File: src/common/armCtrlPkg.sv
package armCtrlPkg;

  // ==========================================================
  // Instruction field encodings
  // ==========================================================

  // Bits 27:26 of the instruction word
  localparam logic [1:0] ClassDp     = 2'b00;
  localparam logic [1:0] ClassMem    = 2'b01;
  localparam logic [1:0] ClassBranch = 2'b10;  // 2'b11 is reserved here

  // Data-processing opcodes, bits 24:21
  typedef enum logic [3:0] {
    OpAnd = 4'h0, OpEor = 4'h1, OpSub = 4'h2, OpRsb = 4'h3,
    OpAdd = 4'h4, OpAdc = 4'h5, OpSbc = 4'h6, OpRsc = 4'h7,
    OpTst = 4'h8, OpTeq = 4'h9, OpCmp = 4'ha, OpCmn = 4'hb,
    OpOrr = 4'hc, OpMov = 4'hd, OpBic = 4'he, OpMvn = 4'hf
  } aluOpE;

  // Condition field, bits 31:28
  typedef enum logic [3:0] {
    CondEq = 4'h0, CondNe = 4'h1, CondCs = 4'h2, CondCc = 4'h3,
    CondMi = 4'h4, CondPl = 4'h5, CondVs = 4'h6, CondVc = 4'h7,
    CondHi = 4'h8, CondLs = 4'h9, CondGe = 4'ha, CondLt = 4'hb,
    CondGt = 4'hc, CondLe = 4'hd, CondAl = 4'he, CondNv = 4'hf
  } condE;

  // Logical opcodes only touch N and Z (C comes from the shifter, not modelled)
  function automatic logic isLogical(aluOpE op);
    return op inside {OpAnd, OpEor, OpTst, OpTeq, OpOrr, OpMov, OpBic, OpMvn};
  endfunction

  // Data-processing view of the word
  typedef struct packed {
    condE        cond;
    logic [1:0]  opClass;
    logic        I;         // Immediate operand2
    aluOpE       opcode;
    logic        S;         // Set flags
    logic [3:0]  rn;
    logic [3:0]  rd;
    logic [11:0] operand2;
  } dpFieldsT;

  // Load/store view of the same word
  typedef struct packed {
    condE        cond;
    logic [1:0]  opClass;
    logic        I;         // Register offset when set
    logic        P, U, B, W, L;
    logic [3:0]  rn;
    logic [3:0]  rd;
    logic [11:0] offset;
  } memFieldsT;

  typedef union packed {
    dpFieldsT  dp;
    memFieldsT mem;
  } instrU;

  // ==========================================================
  // Control bundles
  // ==========================================================

  typedef struct packed {
    logic n, z, c, v;
  } flagsT;

  typedef struct packed {
    logic [1:0] regSrc;
    logic [1:0] immSrc;
    logic       aluSrc;     // Immediate into ALU B
    logic       rType;      // Register operand2 or offset
  } decCtrlT;

  typedef struct packed {
    aluOpE      aluControl;
    logic [1:0] flagWrite;  // [1] NZ, [0] CV
    logic       branch, memWrite, regWrite, memtoReg, pcSrc, byteAccess;
  } exCtrlT;

  typedef struct packed {
    logic       memWrite, memtoReg, regWrite, pcSrc;
    logic [3:0] byteMask;
  } memCtrlT;

  typedef struct packed {
    logic       memtoReg, regWrite, pcSrc, loadByte;
    logic [1:0] byteOffset;
  } wbCtrlT;

endpackage

File: src/instrDecoder.sv
`timescale 1ns/1ps

module instrDecoder (
  input  armCtrlPkg::instrU   instrD,
  output armCtrlPkg::decCtrlT decCtrlD,  // Datapath selects, used in D
  output armCtrlPkg::exCtrlT  exCtrlD    // Travels on to E
);
  import armCtrlPkg::*;

  logic isCompare;  // TST, TEQ, CMP, CMN
  logic rdIsPc;

  assign isCompare = instrD.dp.opcode inside {OpTst, OpTeq, OpCmp, OpCmn};
  assign rdIsPc    = (instrD.dp.rd == 4'hf);

  always_comb begin
    decCtrlD = '0;  // Reserved class decodes to a bubble
    exCtrlD  = '0;
    case (instrD.dp.opClass)
      ClassDp: begin
        decCtrlD.aluSrc    = instrD.dp.I;   // Rotated imm8
        decCtrlD.rType     = ~instrD.dp.I;  // Shifted Rm
        exCtrlD.aluControl = instrD.dp.opcode;
        if (instrD.dp.S) begin
          // Logical ops leave C and V alone
          if (isLogical(instrD.dp.opcode)) begin
            exCtrlD.flagWrite = 2'b10;
          end else begin
            exCtrlD.flagWrite = 2'b11;
          end
        end
        exCtrlD.regWrite = ~isCompare;  // Compares only set flags
        exCtrlD.pcSrc    = rdIsPc & ~isCompare;  // Write to R15 redirects fetch
      end
      ClassMem: begin
        // Stores read Rd as the data source
        decCtrlD.regSrc = {~instrD.mem.L, 1'b0};
        decCtrlD.immSrc = 2'b01;          // imm12 offset
        decCtrlD.aluSrc = ~instrD.mem.I;  // I clear means immediate offset here
        decCtrlD.rType  = instrD.mem.I;
        // U picks offset direction
        if (instrD.mem.U) begin
          exCtrlD.aluControl = OpAdd;
        end else begin
          exCtrlD.aluControl = OpSub;
        end
        exCtrlD.memWrite   = ~instrD.mem.L;
        exCtrlD.regWrite   = instrD.mem.L;
        exCtrlD.memtoReg   = instrD.mem.L;
        exCtrlD.byteAccess = instrD.mem.B;
      end
      ClassBranch: begin
        decCtrlD.regSrc    = 2'b01;  // PC as source A
        decCtrlD.immSrc    = 2'b10;  // imm24, shifted left by 2
        decCtrlD.aluSrc    = 1'b1;
        exCtrlD.aluControl = OpAdd;  // PC plus offset
        exCtrlD.branch     = 1'b1;
        exCtrlD.pcSrc      = 1'b1;
      end
      default: begin
        decCtrlD = '0;
        exCtrlD  = '0;
      end
    endcase
  end

  // Reserved class only shows up in the NV space
  always_comb begin
    assert final ($isunknown(instrD) || instrD.dp.opClass != 2'b11 ||
                  instrD.dp.cond == CondNv)
      else $error("instrDecoder: reserved class with condition %0h", instrD.dp.cond);
  end

endmodule

File: src/condUnit.sv
`timescale 1ns/1ps

module condUnit (
  input  armCtrlPkg::condE  condE,       // Condition field of the E instruction
  input  armCtrlPkg::flagsT flagsE,      // Current flags, already forwarded
  input  armCtrlPkg::flagsT aluFlagsE,   // Fresh flags from the ALU
  input  logic [1:0]        flagWriteE,  // [1] NZ, [0] CV
  output logic              condExE,
  output armCtrlPkg::flagsT flagsNextE
);
  import armCtrlPkg::*;

  logic nEqV;  // Signed greater-or-equal

  assign nEqV = (flagsE.n == flagsE.v);

  // Condition check
  always_comb begin
    case (condE)
      CondEq:  condExE = flagsE.z;
      CondNe:  condExE = ~flagsE.z;
      CondCs:  condExE = flagsE.c;
      CondCc:  condExE = ~flagsE.c;
      CondMi:  condExE = flagsE.n;
      CondPl:  condExE = ~flagsE.n;
      CondVs:  condExE = flagsE.v;
      CondVc:  condExE = ~flagsE.v;
      CondHi:  condExE = flagsE.c & ~flagsE.z;   // Unsigned higher
      CondLs:  condExE = ~flagsE.c | flagsE.z;   // Unsigned lower or same
      CondGe:  condExE = nEqV;
      CondLt:  condExE = ~nEqV;
      CondGt:  condExE = ~flagsE.z & nEqV;
      CondLe:  condExE = flagsE.z | ~nEqV;
      CondAl:  condExE = 1'b1;
      default: condExE = 1'b0;                   // NV never executes
    endcase
  end

  // Next flags, merged per pair from the ALU
  always_comb begin
    flagsNextE = flagsE;
    if (flagWriteE[1]) begin
      flagsNextE.n = aluFlagsE.n;
      flagsNextE.z = aluFlagsE.z;
    end
    if (flagWriteE[0]) begin
      flagsNextE.c = aluFlagsE.c;
      flagsNextE.v = aluFlagsE.v;
    end
  end

endmodule

File: src/flagsReg.sv
`timescale 1ns/1ps

module flagsReg (
  input  logic              clk,
  input  logic              rstN,
  input  logic              stallE, stallM, stallW,
  input  logic              flushM, flushW,
  input  logic              setFlagsE,   // Already gated by the condition
  input  armCtrlPkg::flagsT flagsNextE,
  output armCtrlPkg::flagsT flagsE       // Forwarded view for E
);
  import armCtrlPkg::*;

  flagsT flagsM, flagsW;  // Pending values, travel with their instruction
  flagsT flagsArch;       // Committed NZCV
  logic  setFlagsM, setFlagsW;

  // M and W copies follow the stage register rules
  always_ff @(posedge clk) begin
    if (!rstN || flushM) begin
      setFlagsM <= 1'b0;
    end else if (!stallM) begin
      setFlagsM <= setFlagsE & ~stallE;  // Held E sends a bubble
      flagsM    <= flagsNextE;
    end
  end

  always_ff @(posedge clk) begin
    if (!rstN || flushW) begin
      setFlagsW <= 1'b0;
    end else if (!stallW) begin
      setFlagsW <= setFlagsM & ~stallM;
      flagsW    <= flagsM;
    end
  end

  always_ff @(posedge clk) begin
    if (!rstN) begin
      flagsArch <= '0;
    end else if (setFlagsW && !stallW) begin
      flagsArch <= flagsW;  // Commit as W retires
    end
  end

  // Youngest pending update wins
  assign flagsE = setFlagsM ? flagsM : (setFlagsW ? flagsW : flagsArch);

  assert property (@(posedge clk) !rstN |=> flagsE == 4'b0000)
    else $error("flagsReg: flags not clear after reset");

endmodule

File: src/memByteMask.sv
`timescale 1ns/1ps

module memByteMask (
  input  logic [1:0] addrLowE,     // ALU result bits 1:0
  input  logic       byteAccessE,  // B bit of the E instruction
  output logic [3:0] byteMaskE,    // One bit per byte lane
  output logic [1:0] byteOffsetE   // Lane for load-byte alignment in W
);

  // Little endian lanes, lane 0 is bits 7:0
  always_comb begin
    if (byteAccessE) begin
      case (addrLowE)
        2'd0:    byteMaskE = 4'b0001;
        2'd1:    byteMaskE = 4'b0010;
        2'd2:    byteMaskE = 4'b0100;
        default: byteMaskE = 4'b1000;
      endcase
    end else begin
      // Word access, low bits assumed zero
      byteMaskE = 4'b1111;
    end
  end

  // W picks the loaded byte from this lane
  assign byteOffsetE = addrLowE;

endmodule

File: src/pipeControl/pipeControl.sv
`timescale 1ns/1ps

module pipeControl (
  input  logic                clk,
  input  logic                rstN,
  input  armCtrlPkg::exCtrlT  exCtrlD,       // From decoder
  input  armCtrlPkg::condE    condD,
  input  logic                stallE, stallM, stallW,
  input  logic                flushE, flushM, flushW,
  input  logic                condExE,       // From condUnit
  input  logic [3:0]          byteMaskE,     // From memByteMask
  input  logic [1:0]          byteOffsetE,
  output armCtrlPkg::exCtrlT  exCtrlE,
  output armCtrlPkg::condE    condE,
  output armCtrlPkg::aluOpE   aluControlE,
  output logic                branchTakenE,
  output logic                memtoRegE,
  output logic                setFlagsE,
  output armCtrlPkg::memCtrlT memCtrlM,
  output armCtrlPkg::wbCtrlT  wbCtrlW,
  output logic                pcWrPending    // Redirect in flight
);
  import armCtrlPkg::*;

  logic    issueE;        // E instruction executes and moves on
  logic    memAccessE;
  memCtrlT memCtrlNextE;
  logic    loadByteNextE;
  logic    loadByteM;
  logic [1:0] byteOffsetNextE, byteOffsetM;
  wbCtrlT  wbCtrlNextM;

  // ==========================================================
  // Execute
  // ==========================================================

  always_ff @(posedge clk) begin
    if (!rstN || flushE) begin
      exCtrlE <= '0;       // Bubble
      condE   <= CondEq;
    end else if (!stallE) begin
      exCtrlE <= exCtrlD;
      condE   <= condD;
    end
  end

  assign aluControlE  = exCtrlE.aluControl;
  assign branchTakenE = exCtrlE.branch & condExE;
  assign memtoRegE    = exCtrlE.memtoReg & condExE;  // No load when the condition fails
  assign setFlagsE    = (exCtrlE.flagWrite != 2'b00) & condExE;

  // A held E must not repeat itself in M
  assign issueE     = condExE & ~stallE;
  assign memAccessE = exCtrlE.memWrite | exCtrlE.memtoReg;

  always_comb begin
    memCtrlNextE.memWrite = exCtrlE.memWrite & issueE;
    memCtrlNextE.memtoReg = exCtrlE.memtoReg & issueE;
    memCtrlNextE.regWrite = exCtrlE.regWrite & issueE;
    memCtrlNextE.pcSrc    = exCtrlE.pcSrc & issueE;
    // Lanes only mean something for a memory access
    memCtrlNextE.byteMask = (memAccessE & issueE) ? byteMaskE : 4'b0000;
  end

  assign loadByteNextE   = exCtrlE.byteAccess & exCtrlE.memtoReg & issueE;
  assign byteOffsetNextE = loadByteNextE ? byteOffsetE : 2'b00;

  // ==========================================================
  // Memory
  // ==========================================================

  always_ff @(posedge clk) begin
    if (!rstN || flushM) begin
      memCtrlM    <= '0;
      loadByteM   <= 1'b0;
      byteOffsetM <= 2'b00;
    end else if (!stallM) begin
      memCtrlM    <= memCtrlNextE;
      loadByteM   <= loadByteNextE;
      byteOffsetM <= byteOffsetNextE;
    end
  end

  // Held M sends a bubble on to W
  always_comb begin
    wbCtrlNextM = '0;
    if (!stallM) begin
      wbCtrlNextM.memtoReg   = memCtrlM.memtoReg;
      wbCtrlNextM.regWrite   = memCtrlM.regWrite;
      wbCtrlNextM.pcSrc      = memCtrlM.pcSrc;
      wbCtrlNextM.loadByte   = loadByteM;
      wbCtrlNextM.byteOffset = byteOffsetM;
    end
  end

  // ==========================================================
  // Writeback
  // ==========================================================

  always_ff @(posedge clk) begin
    if (!rstN || flushW) begin
      wbCtrlW <= '0;
    end else if (!stallW) begin
      wbCtrlW <= wbCtrlNextM;
    end
  end

  // Ungated E copy keeps the hazard logic waiting on the condition
  assign pcWrPending = exCtrlD.pcSrc | exCtrlE.pcSrc | memCtrlM.pcSrc;

  // No decoded word both loads and stores
  assert property (@(posedge clk) disable iff (!rstN)
                   !(memCtrlM.memWrite && memCtrlM.memtoReg))
    else $error("pipeControl: memWrite and memtoReg both set in M");

  // A taken branch carries its redirect into M
  assert property (@(posedge clk) disable iff (!rstN)
                   (branchTakenE && !stallE && !stallM && !flushM) |=> memCtrlM.pcSrc)
    else $error("pipeControl: taken branch lost its redirect before M");

endmodule

File: src/armController.sv
`timescale 1ns/1ps

module armController (
  input  logic                clk,
  input  logic                rstN,
  input  armCtrlPkg::instrU   instrD,
  input  armCtrlPkg::flagsT   aluFlagsE,
  input  logic [1:0]          addrLowE,
  input  logic                stallD, stallE, stallM, stallW,  // From hazard unit
  input  logic                flushE, flushM, flushW,
  output armCtrlPkg::decCtrlT decCtrlD,
  output armCtrlPkg::aluOpE   aluControlE,
  output armCtrlPkg::flagsT   flagsE,
  output logic                branchTakenE,
  output logic                memtoRegE,
  output armCtrlPkg::memCtrlT memCtrlM,
  output armCtrlPkg::wbCtrlT  wbCtrlW,
  output logic                pcWrPending
);
  import armCtrlPkg::*;

  exCtrlT           exCtrlD, exCtrlE;
  armCtrlPkg::condE condE;
  flagsT            flagsNextE;
  logic             condExE, setFlagsE;
  logic [3:0]       byteMaskE;
  logic [1:0]       byteOffsetE;

  instrDecoder dec0 (.instrD(instrD), .decCtrlD(decCtrlD), .exCtrlD(exCtrlD));

  // D holds in the fetch/decode registers, outside this block
  pipeControl pipe0 (
    .clk(clk), .rstN(rstN), .exCtrlD(exCtrlD), .condD(instrD.dp.cond),
    .stallE(stallE), .stallM(stallM), .stallW(stallW),
    .flushE(flushE), .flushM(flushM), .flushW(flushW),
    .condExE(condExE), .byteMaskE(byteMaskE), .byteOffsetE(byteOffsetE),
    .exCtrlE(exCtrlE), .condE(condE), .aluControlE(aluControlE),
    .branchTakenE(branchTakenE), .memtoRegE(memtoRegE), .setFlagsE(setFlagsE),
    .memCtrlM(memCtrlM), .wbCtrlW(wbCtrlW), .pcWrPending(pcWrPending)
  );

  condUnit cond0 (
    .condE(condE), .flagsE(flagsE), .aluFlagsE(aluFlagsE),
    .flagWriteE(exCtrlE.flagWrite), .condExE(condExE), .flagsNextE(flagsNextE)
  );

  flagsReg flags0 (
    .clk(clk), .rstN(rstN), .stallE(stallE), .stallM(stallM), .stallW(stallW),
    .flushM(flushM), .flushW(flushW), .setFlagsE(setFlagsE),
    .flagsNextE(flagsNextE), .flagsE(flagsE)
  );

  memByteMask mask0 (
    .addrLowE(addrLowE), .byteAccessE(exCtrlE.byteAccess),
    .byteMaskE(byteMaskE), .byteOffsetE(byteOffsetE)
  );

endmodule

File: config.mk
export PLATFORM = sky130hd
export DESIGN_NAME = armController
export DESIGN_NICKNAME = d
export VERILOG_FILES = /design/src/common/armCtrlPkg.sv /design/src/instrDecoder.sv /design/src/condUnit.sv /design/src/flagsReg.sv /design/src/memByteMask.sv /design/src/pipeControl/pipeControl.sv /design/src/armController.sv
export SDC_FILE = /design/constraint.sdc
export NUM_CORES = 1
export LEC_CHECK = 0
export ABC_AREA = 1
export BUFFER_PORTS_ARGS = -buffer_cell sky130_fd_sc_hd__buf_4
export CAP_MARGIN = 10
export CORE_UTILIZATION = 25
export CTS_CLUSTER_DIAMETER = 50
export DETAILED_ROUTE_END_ITERATION = 6
export SLEW_MARGIN = 20
export SYNTH_ARGS = -nofsm -noshare
export SYNTH_HDL_FRONTEND = slang
export SYNTH_SLANG_ARGS = --single-unit
File: constraint.sdc
create_clock -name clk -period 2.4 [get_ports clk]
set_clock_uncertainty 0.15 [all_clocks]
set_input_delay 0.36 -clock clk [delete_from_list [all_inputs] [get_ports clk]]
set_output_delay 0.36 -clock clk [all_outputs]
set_load 0.005 [all_outputs]
**Yosys cells after proc, flatten, opt, wreduce, memory -nomap -nowiden**

Cells that the tools add are included.

- Flip-flop bits (word level): 47
- Input port bits: 47
- Output and inout port bits: 31
- Logic and storage cells: 137

- Equality and inequality tests: 29
- Multiplexer cells: 24
- Bitwise gates (word level): 34
- Reductions and logical operators: 15

Operators by type and width:

| kind | number |
|---|---|
| == test 4 bit, second input constant | 16 |
| case mux 4 bit (3 select lines) | 2 |
| AND 1 bit | 16 |
| == test 4 x 3 -> 1 bit, second input constant | 4 |
| 2-to-1 mux 4 bit | 4 |
| case mux 1 bit (15 select lines) | 1 |
| NOT 1 bit | 13 |
| 2-to-1 mux 2 bit | 5 |
| == test 4 x 1 -> 1 bit, second input constant | 2 |
| == test 4 x 2 -> 1 bit, second input constant | 2 |
| logical NOT 4 bit | 2 |
| case mux 4 bit (2 select lines) | 1 |
| nonzero test 8 bit | 1 |
| 2-to-1 mux 6 bit | 1 |
| case mux 1 bit (2 select lines) | 3 |
| 2-to-1 mux 1 bit | 5 |
| bitwise OR 1 bit | 5 |
| == test 2 x 1 -> 1 bit, second input constant | 2 |
| == test 2 bit, second input constant | 2 |
| logical NOT 2 bit | 2 |
| AND reduction 2 bit | 2 |
| nonzero test 4 bit | 1 |
| logical OR 1 bit | 3 |
| 2-to-1 mux 3 bit | 1 |
| other kinds (5) | 6 |

**Depth between registers and ports, before layout**

- Depth in word-level cells: 9
- Depth in mapped cells: 15
- Depth with buffers taken out: 14

**Modules after synthesis**

A second synthesis with hierarchy kept.

- Cells, all modules: 361
- Area, all modules: 2456.1 um^2

Modules (own cells, without submodules):

| module | times used | cells an instance | area an instance (um^2) | sequential area each (um^2) |
|---|---|---|---|---|
| pipeControl | 1 | 165 | 1330.0 | 660.6 |
| flagsReg | 1 | 79 | 631.9 | 360.3 |
| condUnit | 1 | 64 | 266.5 | 0.0 |
| instrDecoder | 1 | 42 | 177.7 | 0.0 |
| memByteMask | 1 | 11 | 50.0 | 0.0 |

**Worst setup path after synthesis**

OpenSTA, ideal clock, no wires.

- Path kind: input port to output port
- Start: input instrD[26] (netlist name)
- End: output pcWrPending
- Data arrival time: 1372 ps
- Required time: 1890 ps
- Slack: 518 ps
- Stages on the path: 6
- Buffers on the path: 0
- Cells stage by stage: inv_1 > ha_1 > o21ai_0 > nor2_1 > nor2_1 > or3b_2

- Longest elaborated chain between the ends: 4
- Elaborated cells on any way between the ends: 5
- Those cells by class: eq/ne (1); mux (1); bitwise (2); reduce/logical (1)

RTL lines:

| what | line | text |
|---|---|---|
| start, declared | armController.sv:6 | `input armCtrlPkg::instrU instrD,` |
| == test 2 bit / logical NOT 2 bit (equally long branches) | instrDecoder.sv:19 | `case (instrD.dp.opClass)` |
| case mux 1 bit (2 select lines) (*) | instrDecoder.sv:19 |  |
| bitwise OR 1 bit (*) (2 in a row) | pipeControl.sv:109 | `assign pcWrPending = exCtrlD.pcSrc \| exCtrlE.pcSrc \| memCtrlM.pcSrc;` |
| end, declared | armController.sv:18 | `output logic pcWrPending` |

Every way passes the cells marked *; elsewhere a longest branch is shown, timed or not.

**Worst setup path after layout**

- Start: register flags0.flagsW[3] (netlist name)
- End: output branchTakenE

- Longest elaborated chain between the ends: 7
- Elaborated cells on any way between the ends: 9
- Those cells by class: eq/ne (1); mux (3); bitwise (5)

RTL lines:

| what | line | text |
|---|---|---|
| start, declared | flagsReg.sv:14 | `flagsT flagsM, flagsW;` |
| start signal, assigned | flagsReg.sv:33 | `flagsW <= flagsM;` |
| 2-to-1 mux 4 bit (*) (2 in a row) | flagsReg.sv:46 | `assign flagsE = setFlagsM ? flagsM : (setFlagsW ? flagsW : flagsArch);` |
| == test 1 bit | condUnit.sv:15 | `assign nEqV = (flagsE.n == flagsE.v);` |
| NOT 1 bit | condUnit.sv:31, condUnit.sv:33 |  |
| bitwise OR 1 bit | condUnit.sv:33 | `CondLe: condExE = flagsE.z \| ~nEqV;` |
| case mux 1 bit (15 select lines) (*) | condUnit.sv:19 | `case (condE)` |
| AND 1 bit (*) | pipeControl.sv:48 | `assign branchTakenE = exCtrlE.branch & condExE;` |
| end, declared | armController.sv:14 | `output logic branchTakenE,` |

Marks and branches as above.

==> summary.md <==
| Metric | Value |
|---|---|
| Outcome | `finished, violations left` |
| Failing checks | `design-rule violations` |
| Top Metal Used | `met4` |
| Number of global-route vias before repair | `1976` |
| Final Setup Violations | `0` |
| R2R Path Start | `flags0.flagsW[3]` |
| Worst skew pair latency | `0.30 ns` |
| Die H | `98.0 µm` |
| Tcrit/Tclk final | `94.5%` |
| Top cells by area, synth | `dfxtp_1 34%, nand2_1 13%, edfxtp_1 10%` |
| Antenna violations before repair | `0` |
| CP required | `1.89 ns` |
| Post-route cell area | `3000 µm²` |
| #FFs+latches synth | `47` |
| Area Overhead vs Synth | `30.1%` |
| Worst Setup Start Kind | `flop` |
| Routability cong. | `0.871` |
| DRC errors left | `2` |
| Fin crit period | `2.27 ns` |
| I/O pin total | `78` |
| CP Class | `reg -> out` |
| Largest net degree at the start of global routing | `20` |
| Worst-path clk slew | `0.10 ns` |
| Worst slew pin tran | `0.595 ns` |
| Mean Syn Cell Area | `7.25 µm²` |
| R2r setup slk | `0.38 ns` |
| Worst path most repeated cell | `nand2_2` |
| # rows | `34` |
| Cts bufs inserted | `5` |
| Yosys top cell by area | `dfxtp_1` |
| Hold Crit Class | `in -> reg` |
| Ys flop type | `dfxtp_1` |
| Grt ovf | `0` |
| Via Count | `2135` |
| Htree depth | `2` |
| Distinct cells, synth | `27` |
| Detailed placement HPWL | `4390 µm` |
| Slowest-stage cell, CP | `edfxtp_1` |
| Yosys warns | `0` |
| CP Cell Sequence | `nand2_1 -> nand2_4 -> nand2_2 -> nand2_2 -> nand2_2 -> nand3_2 -> nand2_1 -> nand3_2 -> nor2_4 -> nor2_1 -> buf_4` |
| Met1 WL | `2620 µm` |
| Full die area | `9610 µm²` |
| Critical path endpoint category | `primary output` |
| Async SR Flop Fraction | `0%` |
| Leak pwr | `1.31 nW` |
| Vias per inst | `4.44` |
| Crit Path Max Fanout | `3` |
| Final core occ | `34.1%` |
| Worst setup path end | `branchTakenE` |
| Met3 WL | `308 µm` |
| GRT Util Overall | `11.9%` |
| Peak VDD IR | `0.223 mV` |
| WL/cell | `11.8 µm` |
| WL final | `5680 µm` |
| Syn Inst Count | `318` |
| Initial DRC Count | `105` |
| MaxCap Viol Count | `0` |
| Routed Antenna Nets | `0` |
| Met2 wire len | `2710 µm` |
| Critical path origin | `flags0.flagsW[3]` |
| Pwr dens | `525 nW/µm²` |
| Core area | `8810 µm²` |
| Slew HR | `60.2%` |
| Share of layout cells above drive strength 1 | `26.3%` |
| Post-synthesis sequential area ratio | `44.3%` |
| CP arrival | `1.76 ns` |
| Final hold vios | `0` |
| CTS tree | `yes` |
| Area share of the largest cell type after synthesis | `33.9%` |
| R2r worst-path depth | `14` |
| Post-synth EDFFs | `8` |
| Root Driver | `clkbuf_8` |
| Mapped Area | `2310 µm²` |
| Port Buffers | `60` |
| Drt pass-1 iters | `6` |
| Post-synth net total | `369` |
| Initial Utilization | `26.2%` |
| CTS Sinks | `47` |
| Critical Path Max Stage Delay | `0.40 ns` |
| First-pass GRT wire length | `9240 µm` |
| Max clock buf depth | `2` |
| Diode count | `0` |
| R2r endpoint | `pipe0.memCtrlM[3]` |
| Synth cell count leaders | `78 x nand2_1, 39 x a21oi_1, 39 x dfxtp_1, 35 x inv_1, 27 x o21ai_0` |
| Placed cell areas | `2810 µm²` |
| Die Wd | `98.0 µm` |
| Final #Nets | `423` |
| Count leader, synth | `nand2_1` |
| Maximum clock rate | `441 MHz` |
| Final Slew Violations | `0` |
cell type report:
class,instances,area (µm²)
Clock inverter,3,46.3
Inverter,38,150
Multi-Input combinational cell,218,1100
Sequential cell,47,1030
Timing Repair Buffer,62,465
Clock buffer,5,68.8
Fill cell,940,5810
Tap cell,108,135
layer usage:
layer / global-route usage [%] / vias up
li1: - / 1144
met1: 15.3 / 939
met2: 19.8 / 48
met3: 3.22 / 4
met4: 2.80 / 0
met5: 0 / -
critical path, delay by kind of cell (launching register included):
family,cells,cell delay (ns)
buf+inv,1,0.13
flops,1,0.40
simple gates,10,0.92
worst min-delay path by stage:
stage                                start                  end  slack [ns]  cells past startpoint
after floorplan           flags0.flagsM[0]     flags0.flagsW[0]        0.28                      0
final                           instrD[30]       pipe0.condE[2]        0.18                      3
after CTS                       instrD[30]       pipe0.condE[2]        0.17                      3
after detailed placement  flags0.flagsM[2]     flags0.flagsW[2]        0.28                      0
after global placement    flags0.flagsM[2]     flags0.flagsW[2]        0.29                      0
after global routing                  rstN  flags0.flagsArch[3]        0.17                      3
cells by family (layout without fill, tap and decap cells):
kind of cell | Yosys count | count (layout) | synth area share (%)
AND/OR/NAND/NOR | 142 | 142 | 27.0
AO/OA/AOI/OAI | 71 | 71 | 16.1
buffers and inverters | 53 | 108 | 10.0
flip-flops | 47 | 47 | 44.3
adder cells (fa/ha/maj) | 4 | 4 | 2.17
multiplexers | 1 | 1 | 0.488
state kept, by name, indices dropped and copies added, names as in the netlist:
| register | flops |
|---|---|
| flags0.flagsArch | 4 |
| flags0.setFlagsW | 1 |
| pipe0.loadByteM | 1 |
| pipe0.wbCtrlW | 6 |
| flags0.flagsM | 4 |
| pipe0.condE | 4 |
| flags0.setFlagsM | 1 |
| pipe0.exCtrlE | 8 |
| flags0.flagsW | 4 |
| pipe0.memCtrlM | 8 |
| pipe0.aluControlE | 4 |
| pipe0.byteOffsetM | 2 |
per-stage QoR:
stage	setup TNS, ns	hold slack [ns]	worst slack (ns)	instances	total power (W)
6_report	0	0.181	0.133	481	0.00157
5_1_grt	-0.0149	0.167	-0.00838	481	0.00165
4_1_cts	0	0.171	0.00845	480	0.00160
3_5_place_dp	0	0.284	0.231	472	0.000993
3_3_place_gp	0	0.285	0.234	472	0.000991
2_1_floorplan	0	0.277	0.518	318	0.000918
what timing repair did:
item,CTS,global route
pin swaps,0,6
hold buffers,0,0
resized for setup,3,16
endpoints found under the hold margin,0,0
setup buffers,0,1
setup endpoints to repair,2,2
layout by cell type (no fill, tap or decap), drive strengths merged:
master     n
a211o      1
a211oi     2
a21boi     1
a21oi     40
buf       62
bufinv     1
clkbuf     5
clkinvlp   1
dfxtp     39
edfxtp     8
ha         4
inv       39
mux2       1
nand2     84
nand3     21
nand4      8
nor2      25
o21ai     27
or2        3
or3b       1
power breakdown:
group,total (W),switching (W),internal (W)
Combinational,0.000156,0.0000865,0.0000699
Clock,0.000600,0.000286,0.000314
Sequential,0.000818,0.00000803,0.000810
Total,0.00157,0.000380,0.00119
Note: power is estimated with default switching activity, not from simulation.
